==> src/source/display_pkg.sv <==
// ***************************************************************************
// shared types and constants of the display subsystem
// ***************************************************************************

package display_pkg;

    // one byte as it moves over the SPI link.
    typedef logic [7:0] byte_t;

    // pixel or line position, wide enough for any common raster.
    typedef logic [10:0] coord_t;

    // colour packed as red, green and blue nibbles, red on top.
    typedef logic [11:0] rgb444_t;

    // the address byte of a frame only uses its two low bits.
    typedef logic [1:0] reg_addr_t;

    // ***********************************************************************
    // register map
    // ***********************************************************************

    // the data byte of a segment write is shown inverted on the display.
    localparam reg_addr_t REG_SEG = 2'd0;

    // foreground red in the high nibble and green in the low nibble.
    localparam reg_addr_t REG_FG = 2'd1;

    // background, same layout as the foreground register.
    localparam reg_addr_t REG_BG = 2'd2;

    // blue of both colours, foreground low nibble and background high nibble.
    localparam reg_addr_t REG_BLUE = 2'd3;

    // a frame is an address byte followed by a data byte.
    // anything after the data byte waits for the next select.
    typedef enum logic [1:0] {
        FRAME_ADDR,
        FRAME_DATA,
        FRAME_DONE
    } frame_state_t;

    // the checkerboard tiles are 2**TILE_SHIFT pixels on a side.
    localparam int TILE_SHIFT = 3;

endpackage
==> src/source/display_top.sv <==
`timescale 1ns/1ns

// display and control subsystem, all on clk_system.
module display_top #(
    parameter int H_ACTIVE = 640,
    parameter int H_FRONT  = 16,
    parameter int H_SYNC   = 96,
    parameter int H_BACK   = 48,
    parameter int V_ACTIVE = 480,
    parameter int V_FRONT  = 10,
    parameter int V_SYNC   = 2,
    parameter int V_BACK   = 33
) (
    input  logic       clk_system,
    input  logic       rstn_system,
    input  logic       spi_sclk,
    input  logic       spi_ssn,
    input  logic       spi_mosi,
    output logic       spi_miso,
    output logic [7:0] seg,
    output logic       vga_hsync,
    output logic       vga_vsync,
    output logic [3:0] vga_red,
    output logic [3:0] vga_green,
    output logic [3:0] vga_blue
);

    display_pkg::byte_t  byte_rx;
    display_pkg::byte_t  readback;
    logic                byte_valid;
    logic                frame_start;
    display_pkg::coord_t pix_x;
    display_pkg::coord_t pix_y;
    logic                active;
    logic                hsync_raw;
    logic                vsync_raw;

    // ***********************************************************************
    // SPI link
    // ***********************************************************************

    spi_slave_rx u_spi_slave_rx (
        .clk_system  (clk_system),
        .rstn_system (rstn_system),
        .spi_sclk    (spi_sclk),
        .spi_ssn     (spi_ssn),
        .spi_mosi    (spi_mosi),
        .spi_miso    (spi_miso),
        .readback    (readback),
        .byte_rx     (byte_rx),
        .byte_valid  (byte_valid),
        .frame_start (frame_start)
    );

    // ***********************************************************************
    // raster and panel
    // ***********************************************************************

    raster_timing #(
        .H_ACTIVE (H_ACTIVE),
        .H_FRONT  (H_FRONT),
        .H_SYNC   (H_SYNC),
        .H_BACK   (H_BACK),
        .V_ACTIVE (V_ACTIVE),
        .V_FRONT  (V_FRONT),
        .V_SYNC   (V_SYNC),
        .V_BACK   (V_BACK)
    ) u_raster_timing (
        .clk_system  (clk_system),
        .rstn_system (rstn_system),
        .pix_x       (pix_x),
        .pix_y       (pix_y),
        .active      (active),
        .hsync_raw   (hsync_raw),
        .vsync_raw   (vsync_raw)
    );

    panel_controller u_panel_controller (
        .clk_system  (clk_system),
        .rstn_system (rstn_system),
        .byte_rx     (byte_rx),
        .byte_valid  (byte_valid),
        .frame_start (frame_start),
        .pix_x       (pix_x),
        .pix_y       (pix_y),
        .active      (active),
        .hsync_raw   (hsync_raw),
        .vsync_raw   (vsync_raw),
        .readback    (readback),
        .seg         (seg),
        .vga_hsync   (vga_hsync),
        .vga_vsync   (vga_vsync),
        .vga_red     (vga_red),
        .vga_green   (vga_green),
        .vga_blue    (vga_blue)
    );

endmodule

==> src/source/panel_controller.sv <==
`timescale 1ns/1ns

// turns SPI frames into control registers and paints the checkerboard.
module panel_controller (
    input  logic                clk_system,
    input  logic                rstn_system,
    input  display_pkg::byte_t  byte_rx,
    input  logic                byte_valid,
    input  logic                frame_start,
    input  display_pkg::coord_t pix_x,
    input  display_pkg::coord_t pix_y,
    input  logic                active,
    input  logic                hsync_raw,
    input  logic                vsync_raw,
    output display_pkg::byte_t  readback,
    output logic [7:0]          seg,
    output logic                vga_hsync,
    output logic                vga_vsync,
    output logic [3:0]          vga_red,
    output logic [3:0]          vga_green,
    output logic [3:0]          vga_blue
);

    // ***********************************************************************
    // frame decoder
    // ***********************************************************************

    display_pkg::frame_state_t state;
    display_pkg::reg_addr_t    addr_q;
    logic                      write_en;

    // out of reset we wait for a select, so stray bytes are not taken
    // as an address.
    always_ff @(posedge clk_system or negedge rstn_system) begin
        if (!rstn_system) begin
            state  <= display_pkg::FRAME_DONE;
            addr_q <= display_pkg::REG_SEG;
        end else if (frame_start) begin
            state <= display_pkg::FRAME_ADDR;
        end else if (byte_valid) begin
            case (state)
                display_pkg::FRAME_ADDR: begin
                    addr_q <= display_pkg::reg_addr_t'(byte_rx[1:0]);
                    state  <= display_pkg::FRAME_DATA;
                end
                display_pkg::FRAME_DATA: begin
                    state <= display_pkg::FRAME_DONE;
                end
                default: begin
                    state <= display_pkg::FRAME_DONE;
                end
            endcase
        end
    end

    assign write_en = byte_valid && !frame_start && (state == display_pkg::FRAME_DATA);

    // ***********************************************************************
    // control registers
    // ***********************************************************************

    display_pkg::byte_t fg_reg;
    display_pkg::byte_t bg_reg;
    display_pkg::byte_t blue_reg;

    always_ff @(posedge clk_system or negedge rstn_system) begin
        if (!rstn_system) begin
            seg      <= 8'h00;
            fg_reg   <= '0;
            bg_reg   <= '0;
            blue_reg <= '0;
            readback <= '0;
        end else if (write_en) begin
            // every complete frame is echoed back, whatever its address.
            readback <= byte_rx;
            case (addr_q)
                display_pkg::REG_SEG:  seg      <= ~byte_rx;
                display_pkg::REG_FG:   fg_reg   <= byte_rx;
                display_pkg::REG_BG:   bg_reg   <= byte_rx;
                display_pkg::REG_BLUE: blue_reg <= byte_rx;
            endcase
        end
    end

    // ***********************************************************************
    // pixel path
    // ***********************************************************************

    display_pkg::rgb444_t fg_color;
    display_pkg::rgb444_t bg_color;
    display_pkg::rgb444_t pixel;
    display_pkg::rgb444_t rgb_q;
    logic                 tile_fg;

    assign fg_color = {fg_reg, blue_reg[3:0]};
    assign bg_color = {bg_reg, blue_reg[7:4]};

    // neighbouring tiles alternate in both directions.
    assign tile_fg = pix_x[display_pkg::TILE_SHIFT] ^ pix_y[display_pkg::TILE_SHIFT];

    assign pixel = !active ? '0 : (tile_fg ? fg_color : bg_color);

    // colour and sync share one register stage so they reach the pins together.
    always_ff @(posedge clk_system or negedge rstn_system) begin
        if (!rstn_system) begin
            rgb_q     <= '0;
            vga_hsync <= 1'b1;
            vga_vsync <= 1'b1;
        end else begin
            rgb_q     <= pixel;
            vga_hsync <= hsync_raw;
            vga_vsync <= vsync_raw;
        end
    end

    assign vga_red   = rgb_q[11:8];
    assign vga_green = rgb_q[7:4];
    assign vga_blue  = rgb_q[3:0];

endmodule

==> src/source/raster_timing.sv <==
`timescale 1ns/1ns

// free running raster counters, one pixel per clock.
// each line is active, front porch, sync, back porch, in that order,
// and the frame is built the same way from lines.
module raster_timing #(
    parameter int H_ACTIVE = 640,
    parameter int H_FRONT  = 16,
    parameter int H_SYNC   = 96,
    parameter int H_BACK   = 48,
    parameter int V_ACTIVE = 480,
    parameter int V_FRONT  = 10,
    parameter int V_SYNC   = 2,
    parameter int V_BACK   = 33
) (
    input  logic                clk_system,
    input  logic                rstn_system,
    output display_pkg::coord_t pix_x,
    output display_pkg::coord_t pix_y,
    output logic                active,
    output logic                hsync_raw,
    output logic                vsync_raw
);

    // ***********************************************************************
    // interval boundaries
    // ***********************************************************************

    localparam display_pkg::coord_t H_ACTIVE_END = display_pkg::coord_t'(H_ACTIVE);
    localparam display_pkg::coord_t H_SYNC_START =
        display_pkg::coord_t'(H_ACTIVE + H_FRONT);
    localparam display_pkg::coord_t H_SYNC_END =
        display_pkg::coord_t'(H_ACTIVE + H_FRONT + H_SYNC);
    localparam display_pkg::coord_t H_LAST =
        display_pkg::coord_t'(H_ACTIVE + H_FRONT + H_SYNC + H_BACK - 1);

    localparam display_pkg::coord_t V_ACTIVE_END = display_pkg::coord_t'(V_ACTIVE);
    localparam display_pkg::coord_t V_SYNC_START =
        display_pkg::coord_t'(V_ACTIVE + V_FRONT);
    localparam display_pkg::coord_t V_SYNC_END =
        display_pkg::coord_t'(V_ACTIVE + V_FRONT + V_SYNC);
    localparam display_pkg::coord_t V_LAST =
        display_pkg::coord_t'(V_ACTIVE + V_FRONT + V_SYNC + V_BACK - 1);

    display_pkg::coord_t h_count;
    display_pkg::coord_t v_count;

    // ***********************************************************************
    // counters
    // ***********************************************************************

    // the line counter only moves when a line wraps.
    always_ff @(posedge clk_system or negedge rstn_system) begin
        if (!rstn_system) begin
            h_count <= '0;
            v_count <= '0;
        end else if (h_count == H_LAST) begin
            h_count <= '0;
            if (v_count == V_LAST) begin
                v_count <= '0;
            end else begin
                v_count <= v_count + 11'd1;
            end
        end else begin
            h_count <= h_count + 11'd1;
        end
    end

    // ***********************************************************************
    // decoded outputs
    // ***********************************************************************

    // these stay combinational; the panel controller adds the single
    // pipeline stage in front of the pins.
    assign pix_x = h_count;
    assign pix_y = v_count;

    assign active = (h_count < H_ACTIVE_END) && (v_count < V_ACTIVE_END);

    // sync pulses are active low.
    assign hsync_raw = !((h_count >= H_SYNC_START) && (h_count < H_SYNC_END));
    assign vsync_raw = !((v_count >= V_SYNC_START) && (v_count < V_SYNC_END));

endmodule

==> src/source/spi_slave_rx.sv <==
`timescale 1ns/1ns

// mode 0 SPI slave running entirely in the system clock domain.
// the pins are oversampled, so SCLK must be well below clk_system.
module spi_slave_rx (
    input  logic                clk_system,
    input  logic                rstn_system,
    input  logic                spi_sclk,
    input  logic                spi_ssn,
    input  logic                spi_mosi,
    output logic                spi_miso,
    input  display_pkg::byte_t  readback,
    output display_pkg::byte_t  byte_rx,
    output logic                byte_valid,
    output logic                frame_start
);

    // ***********************************************************************
    // pin synchronisers and edge detection
    // ***********************************************************************

    logic [1:0] sclk_sync;
    logic [1:0] ssn_sync;
    logic [1:0] mosi_sync;
    logic       sclk_prev;
    logic       ssn_prev;
    logic       sclk_rise;
    logic       sclk_fall;
    logic       ssn_fall;

    // ssn idles high, so its flops come out of reset high and no false
    // frame start is seen when reset is released.
    always_ff @(posedge clk_system or negedge rstn_system) begin
        if (!rstn_system) begin
            sclk_sync <= 2'b00;
            ssn_sync  <= 2'b11;
            mosi_sync <= 2'b00;
            sclk_prev <= 1'b0;
            ssn_prev  <= 1'b1;
        end else begin
            sclk_sync <= {sclk_sync[0], spi_sclk};
            ssn_sync  <= {ssn_sync[0], spi_ssn};
            mosi_sync <= {mosi_sync[0], spi_mosi};
            sclk_prev <= sclk_sync[1];
            ssn_prev  <= ssn_sync[1];
        end
    end

    assign sclk_rise = sclk_sync[1] & ~sclk_prev;
    assign sclk_fall = ~sclk_sync[1] & sclk_prev;
    assign ssn_fall  = ~ssn_sync[1] & ssn_prev;

    // ***********************************************************************
    // receive path
    // ***********************************************************************

    logic [2:0]         bit_cnt;
    display_pkg::byte_t shift_in;

    // the counter is held at zero while deselected, which throws away
    // any partial byte when ssn rises early.
    always_ff @(posedge clk_system or negedge rstn_system) begin
        if (!rstn_system) begin
            bit_cnt     <= 3'd0;
            byte_valid  <= 1'b0;
            frame_start <= 1'b0;
        end else begin
            frame_start <= ssn_fall;
            byte_valid  <= sclk_rise && !ssn_sync[1] && (bit_cnt == 3'd7);
            if (ssn_sync[1]) begin
                bit_cnt <= 3'd0;
            end else if (sclk_rise) begin
                bit_cnt <= bit_cnt + 3'd1;
            end
        end
    end

    // MSB arrives first.
    always_ff @(posedge clk_system) begin
        if (sclk_rise) begin
            shift_in <= {shift_in[6:0], mosi_sync[1]};
        end
        if (sclk_rise && !ssn_sync[1] && (bit_cnt == 3'd7)) begin
            byte_rx <= {shift_in[6:0], mosi_sync[1]};
        end
    end

    // ***********************************************************************
    // transmit path
    // ***********************************************************************

    display_pkg::byte_t shift_out;

    // the readback byte is loaded as the frame opens, so its MSB is on
    // the pin before the first rising SCLK edge. the host samples on
    // rising edges, we move on to the next bit on falling edges.
    always_ff @(posedge clk_system or negedge rstn_system) begin
        if (!rstn_system) begin
            shift_out <= '0;
        end else if (ssn_fall) begin
            shift_out <= readback;
        end else if (sclk_fall && !ssn_sync[1]) begin
            shift_out <= {shift_out[6:0], 1'b0};
        end
    end

    assign spi_miso = shift_out[7];

endmodule

==> config.mk <==
export PLATFORM = sky130hd
export DESIGN_NAME = display_top
export DESIGN_NICKNAME = d
export VERILOG_FILES = /design/src/source/display_pkg.sv /design/src/source/display_top.sv /design/src/source/panel_controller.sv /design/src/source/raster_timing.sv /design/src/source/spi_slave_rx.sv
export SDC_FILE = /design/constraint.sdc
export NUM_CORES = 1
export LEC_CHECK = 0
export ABC_AREA = 1
export BUFFER_PORTS_ARGS = -buffer_cell sky130_fd_sc_hd__buf_2
export CAP_MARGIN = 0
export CORE_ASPECT_RATIO = 0.8
export CORE_MARGIN = 2
export CORE_UTILIZATION = 65
export DETAILED_ROUTE_END_ITERATION = 6
export PLACE_DENSITY_LB_ADDON = 0.05
export SYNTH_ARGS = -nofsm -noshare
export SYNTH_HDL_FRONTEND = slang
export SYNTH_HIERARCHICAL = 1
export SYNTH_SLANG_ARGS = --single-unit
==> constraint.sdc <==
create_clock -name clk_system -period 4.4 [get_ports clk_system]
set_input_delay 0.88 -clock clk_system [delete_from_list [all_inputs] [get_ports clk_system]]
set_output_delay 0.88 -clock clk_system [all_outputs]
set_load 0.005 [all_outputs]
Yosys cells after proc, flatten, opt, wreduce, memory -nomap -nowiden:

Index checks and enable logic that the tools add are counted.

* bitwise gates (word level): 9
* reduce and logical (&&, ||, !) cells: 22
* mux-type cells: 11
* eq/ne operators: 7
* $add $sub $neg: 3
* magnitude comparators: 6

Operators by type and width (count)
* $mux W12: 2
* $add A11 B1 Y11 const B: 2
* $eq A11 B10 Y1 const B: 2
* $lt A11 B10 Y1 const B: 2
* $lt A11 B9 Y1 const B: 2
* $mux W11: 2
* $mux W8: 2
* $ge A11 B10 Y1 const B: 1
* $ge A11 B9 Y1 const B: 1
* $logic_and A1 B1 Y1: 8
* $not A8 Y8: 1
* $reduce_and A2 Y1: 4
* $mux W2: 3
* $mux W3: 2
* $reduce_bool A2 Y1: 3
* $eq A2 B1 Y1 const B: 2
* $eq A2 B2 Y1 const B: 2
* $logic_not A1 Y1: 4
* $logic_not A2 Y1: 2
* $not A1 Y1: 4
* $add A3 B1 Y3 const B: 1
* $and A1 B1 Y1: 3
* $eq A3 B3 Y1 const B: 1
* $reduce_and A3 Y1: 1
* $xor A1 B1 Y1: 1

* register bits after elaboration: 116
* input port bits: 5
* word-level logic and storage cells: 81
* output and inout port bits: 23

Logic depth before layout (Yosys ltp):

* depth after elaboration: 5
* gate-level depth with buffers: 7
* gate-level depth less buffers: 7

Cells and area by module:

The synthesis kept the hierarchy.

Modules (own cells, without submodules)
* panel_controller: cells an instance 282, seq. area each 1455.1 um2, area an instance 2524.9 um2, instances 1
* raster_timing: cells an instance 175, seq. area each 550.5 um2, area an instance 1312.5 um2, instances 1
* spi_slave_rx: cells an instance 106, seq. area each 979.7 um2, area an instance 1311.3 um2, instances 1

Worst setup path after synthesis:

OpenSTA, ideal clock, no wires.

* path type: register -> register
* start point: register u_spi_slave_rx.sclk_prev
* end point: register u_spi_slave_rx.byte_rx[0], enable pin
* stages on the path, launching flop included: 3
* period minus slack after synthesis: 1.476 ns
* path buffers: 0
* slack: 2.924 ns
* setup time: 0.313 ns
* data required time: 4.087 ns
* data arrival time: 1.163 ns
* path through: dfrtp_1 -> nor2_1 -> and3_2

* longest elaborated chain between the ends: 4

Ends and longest elaborated chain
* start: declaration: RTL line spi_slave_rx.sv:25 `logic sclk_prev;`
* start signal: assignment: RTL line spi_slave_rx.sv:44 `sclk_prev <= sclk_sync[1];`
* $not A1 Y1: RTL line spi_slave_rx.sv:49 `assign sclk_rise = sclk_sync[1] & ~sclk_prev;`
* $and A1 B1 Y1: RTL line spi_slave_rx.sv:49
* net u_spi_slave_rx.sclk_rise: RTL line spi_slave_rx.sv:27 `logic sclk_rise;`
* $logic_and A1 B1 Y1 (2 in a row): RTL line spi_slave_rx.sv:83 `if (sclk_rise && !ssn_sync[1] && (bit_cnt == 3'd7)) begin`
* end signal: assignment: RTL line spi_slave_rx.sv:84 `byte_rx <= {shift_in[6:0], mosi_sync[1]};`
* end: declaration: RTL line spi_slave_rx.sv:13 `output display_pkg::byte_t byte_rx,`

The timed path passes the listed nets, and every way through them passes these cells.
A chain may end at the register's enable or synchronous reset.

Final worst setup path:

* start point: register u_panel_controller.vga_hsync
* end point: output port vga_hsync

RTL lines
* start: declaration: RTL line panel_controller.sv:17 `output logic vga_hsync,`
* start signal: assignment: RTL line panel_controller.sv:111 `vga_hsync <= hsync_raw;`
* end: declaration: RTL line display_top.sv:21 `output logic vga_hsync,`

No word-level cell between the ends.

==> impl_metrics.tcl <==
set metrics [dict create \
    vias 3836 \
    irDropWorstVdd_v 0.000257 \
    crit_slowest_cell "dfstp_2" \
    track_usage 0.259 \
    synth_ff_type "dfrtp_1" \
    slowest_delay_ps 520 \
    antenna_found_initial 0 \
    crit_path_end_kind "output pin" \
    synth_fa_ha_area_frac 0.0122 \
    p_leak_nw 3.05 \
    largest_reg_flops 12 \
    grt_pass1_wl_mm 17.7 \
    antennaDiodeCount 0 \
    fin_setup_tns_ps 0 \
    fin_crit_sh 0.453 \
    gr-total-overflow 0 \
    drc 0 \
    drt_wl_total_mm 10.2 \
    drtIter0Drc 200 \
    power_mw 2.42 \
    drive_gt1_frac 0.143 \
    yosysMostFrequentCell "nand2_1" \
    grt_max_degree 78 \
    io_buffers 27 \
    layout_min_cycle_time_ps 1990 \
    hpwlAfterDp_mm 6.51 \
    crit_family "flip-flops" \
    synth_edf_count 15 \
    pin_count 28 \
    core_area_um2 7800 \
    yosysUniqueCellTypes 34 \
    rsz0062_at_grt "no" \
    avgSynthCellArea_um2 9.15 \
    nets 604 \
    dieArea_um2 8650 \
    synth.yosys.seq_area_share 0.580 \
    cp_cell_sequence "buf_2" \
    routabilityCongestion 0.889 \
    start_util 0.660 \
    post_cts_resized 0 \
    clock_sinks 116 \
    synth_area_leaders "dfrtp_1 46%, nand2_1 12%, edfxtp_1 8.7%" \
    cts_buffer_depth 2 \
    synth_top_family_by_area "simple AND/OR/NAND/NOR gates" \
    arrival_ps 1110 \
    ys_top_cells_by_count "168 x nand2_1, 95 x dfrtp_1, 61 x inv_1" \
    cp.required_ps 3520 \
    outcome "finished clean" \
    path_buf_inv 1 \
    finalMaxSlewViolations 0 \
    fillers 579 \
    synthArstFlopShare 0.871 \
    regArea_um2 2990 \
    tightest_slew_ps 938 \
    netlist_area_um2 5150 \
    fin_skew_ps 9.05 \
    synthMuxAreaShare 0 \
    grt_pass1_vias 3847 \
    max_freq_mhz 501 \
    ys_seq_elements 116 \
    die_y_um 83.6 \
    yosys.area_share.simple 0.295 \
    root_buffer "clkbuf_8" \
    p_per_area_nw_per_um2 412 \
    drt_first_pass_iters 5 \
    critPathLaunchType "flip-flop" \
    synth_top_area_frac 0.462 \
    top_register "u_panel_controller/rgb_q" \
    cts_hold_buf 0 \
    cts_tree "done" \
    synth_nets 573 \
    htreeDepth 4 \
    max_cap_viol_count 0 \
    avgViaCountPerCell 5.37 \
    crit_type "flip-flop to output pin" \
    fp.dieW_um 104 \
    ant_nets 0 \
    numCtsBuffers 17 \
    synth_warnings 6 \
    worstHoldPathType "flip-flop to flip-flop" \
    rows 29 \
    finalHoldViolCount 0 \
    synthToLayoutAreaGrowth_pct 13.8 \
    path_max_fanout 1 \
    synth-compound-area-share 0.0248 \
    multi_input_area_um2 1780 \
    setup_viol 0 \
    path_clk_slew_ps 60 \
    syn-instance-count 563 \
    clk_latency_ps 510 \
    slew_headroom 0.375 \
    cts_setup_buffers 0 \
    wl_per_cell_um 14.2 \
    synth_top_cell_by_area "dfrtp_1" \
    synth_xor_area_frac 0.0136 \
]
## where the power goes
| group | internal, mW | switching, mW |
|---|---|---|
| logic | 0.00527 | 0.0333 |
| registers | 1.10 | 0.00578 |
| clock network | 0.799 | 0.477 |
## area by class of cell
class,count,share of cell area
inverter,65,0.0418
timing repair buffer,30,0.0273
clock inverter,14,0.0237
tap,108,0.0231
multi-input combinational,364,0.303
sequential,116,0.509
clock buffer,18,0.0713
## placed cells by master (no fill, tap or decap), drive strengths merged, types with 3 or more instances in the layout
cell,instances
edfxtp,15
nand4,36
dfstp,6
ha,5
dfrtp,95
buf,30
clkinv,12
nand2,173
nor2,52
nor4,3
xor2,8
inv,63
o21ai,21
nand3,54
clkbuf,18
nor3,6
## worst reg2reg max path, stage by stage, from the launching register on
cell and delay (ps):
dfrtp_1 370, ha_1 210, nand3_2 180, nor3_4 680, inv_1 220, nand2_1 100
o21ai_1 60
## worst paths after layout
path | from | to | slack [ps] | depth (start not counted)
min in group asynchronous | rstn_system | u_panel_controller/bg_reg[4]$_DFFE_PN0P_ | 500 | 1
max in group asynchronous | rstn_system | u_panel_controller/fg_reg[4]$_DFFE_PN0P_ | 2980 | 2
setup reg to reg | u_raster_timing/pix_x[0]$_DFF_PN0_ | u_raster_timing/pix_y[6]$_DFFE_PN0N_ | 2460 | 6
hold / removal | u_spi_slave_rx/mosi_sync[0]$_DFF_PN0_ | u_spi_slave_rx/mosi_sync[1]$_DFF_PN0_ | 350 | 0
hold reg to reg | u_spi_slave_rx/mosi_sync[0]$_DFF_PN0_ | u_spi_slave_rx/mosi_sync[1]$_DFF_PN0_ | 350 | 0
setup / recovery | u_panel_controller/vga_hsync$_DFF_PN1_ | vga_hsync | 2410 | 1
## metrics by stage
step | utilization | instance area (µm²) | hold slack, ps | std cells | setup slack, ps
after floorplan | - | 5150 | 331 | 563 | 2920
after global placement | 0.680 | 5300 | 332 | 683 | 2410
after detailed placement | 0.680 | 5300 | 335 | 683 | 2410
after CTS | 0.751 | 5860 | 348 | 715 | 2380
after global routing | 0.751 | 5860 | 358 | 715 | 2220
final | 0.751 | 5860 | 346 | 715 | 2410
## cell families (layout without fill, tap and decap cells)
logic type,count (synthesis),after routing
AO/OA/AOI/OAI,24,24
XOR/XNOR,8,8
adder cells (fa/ha/maj),5,5
buffers and inverters,83,127
flip-flops,116,116
AND/OR/NAND/NOR,327,327
## layer usage
| metal | vias up | share of wire | track usage |
|---|---|---|---|
| li1 | 1881 | - | - |
| met1 | 1831 | 0.45 | 0.354 |
| met2 | 114 | 0.48 | 0.407 |
| met3 | 10 | 0.054 | 0.0664 |
| met4 | 0 | 0.0096 | 0.0934 |
| met5 | - | 0 | 0 |
(Power assumes the default switching activity.)
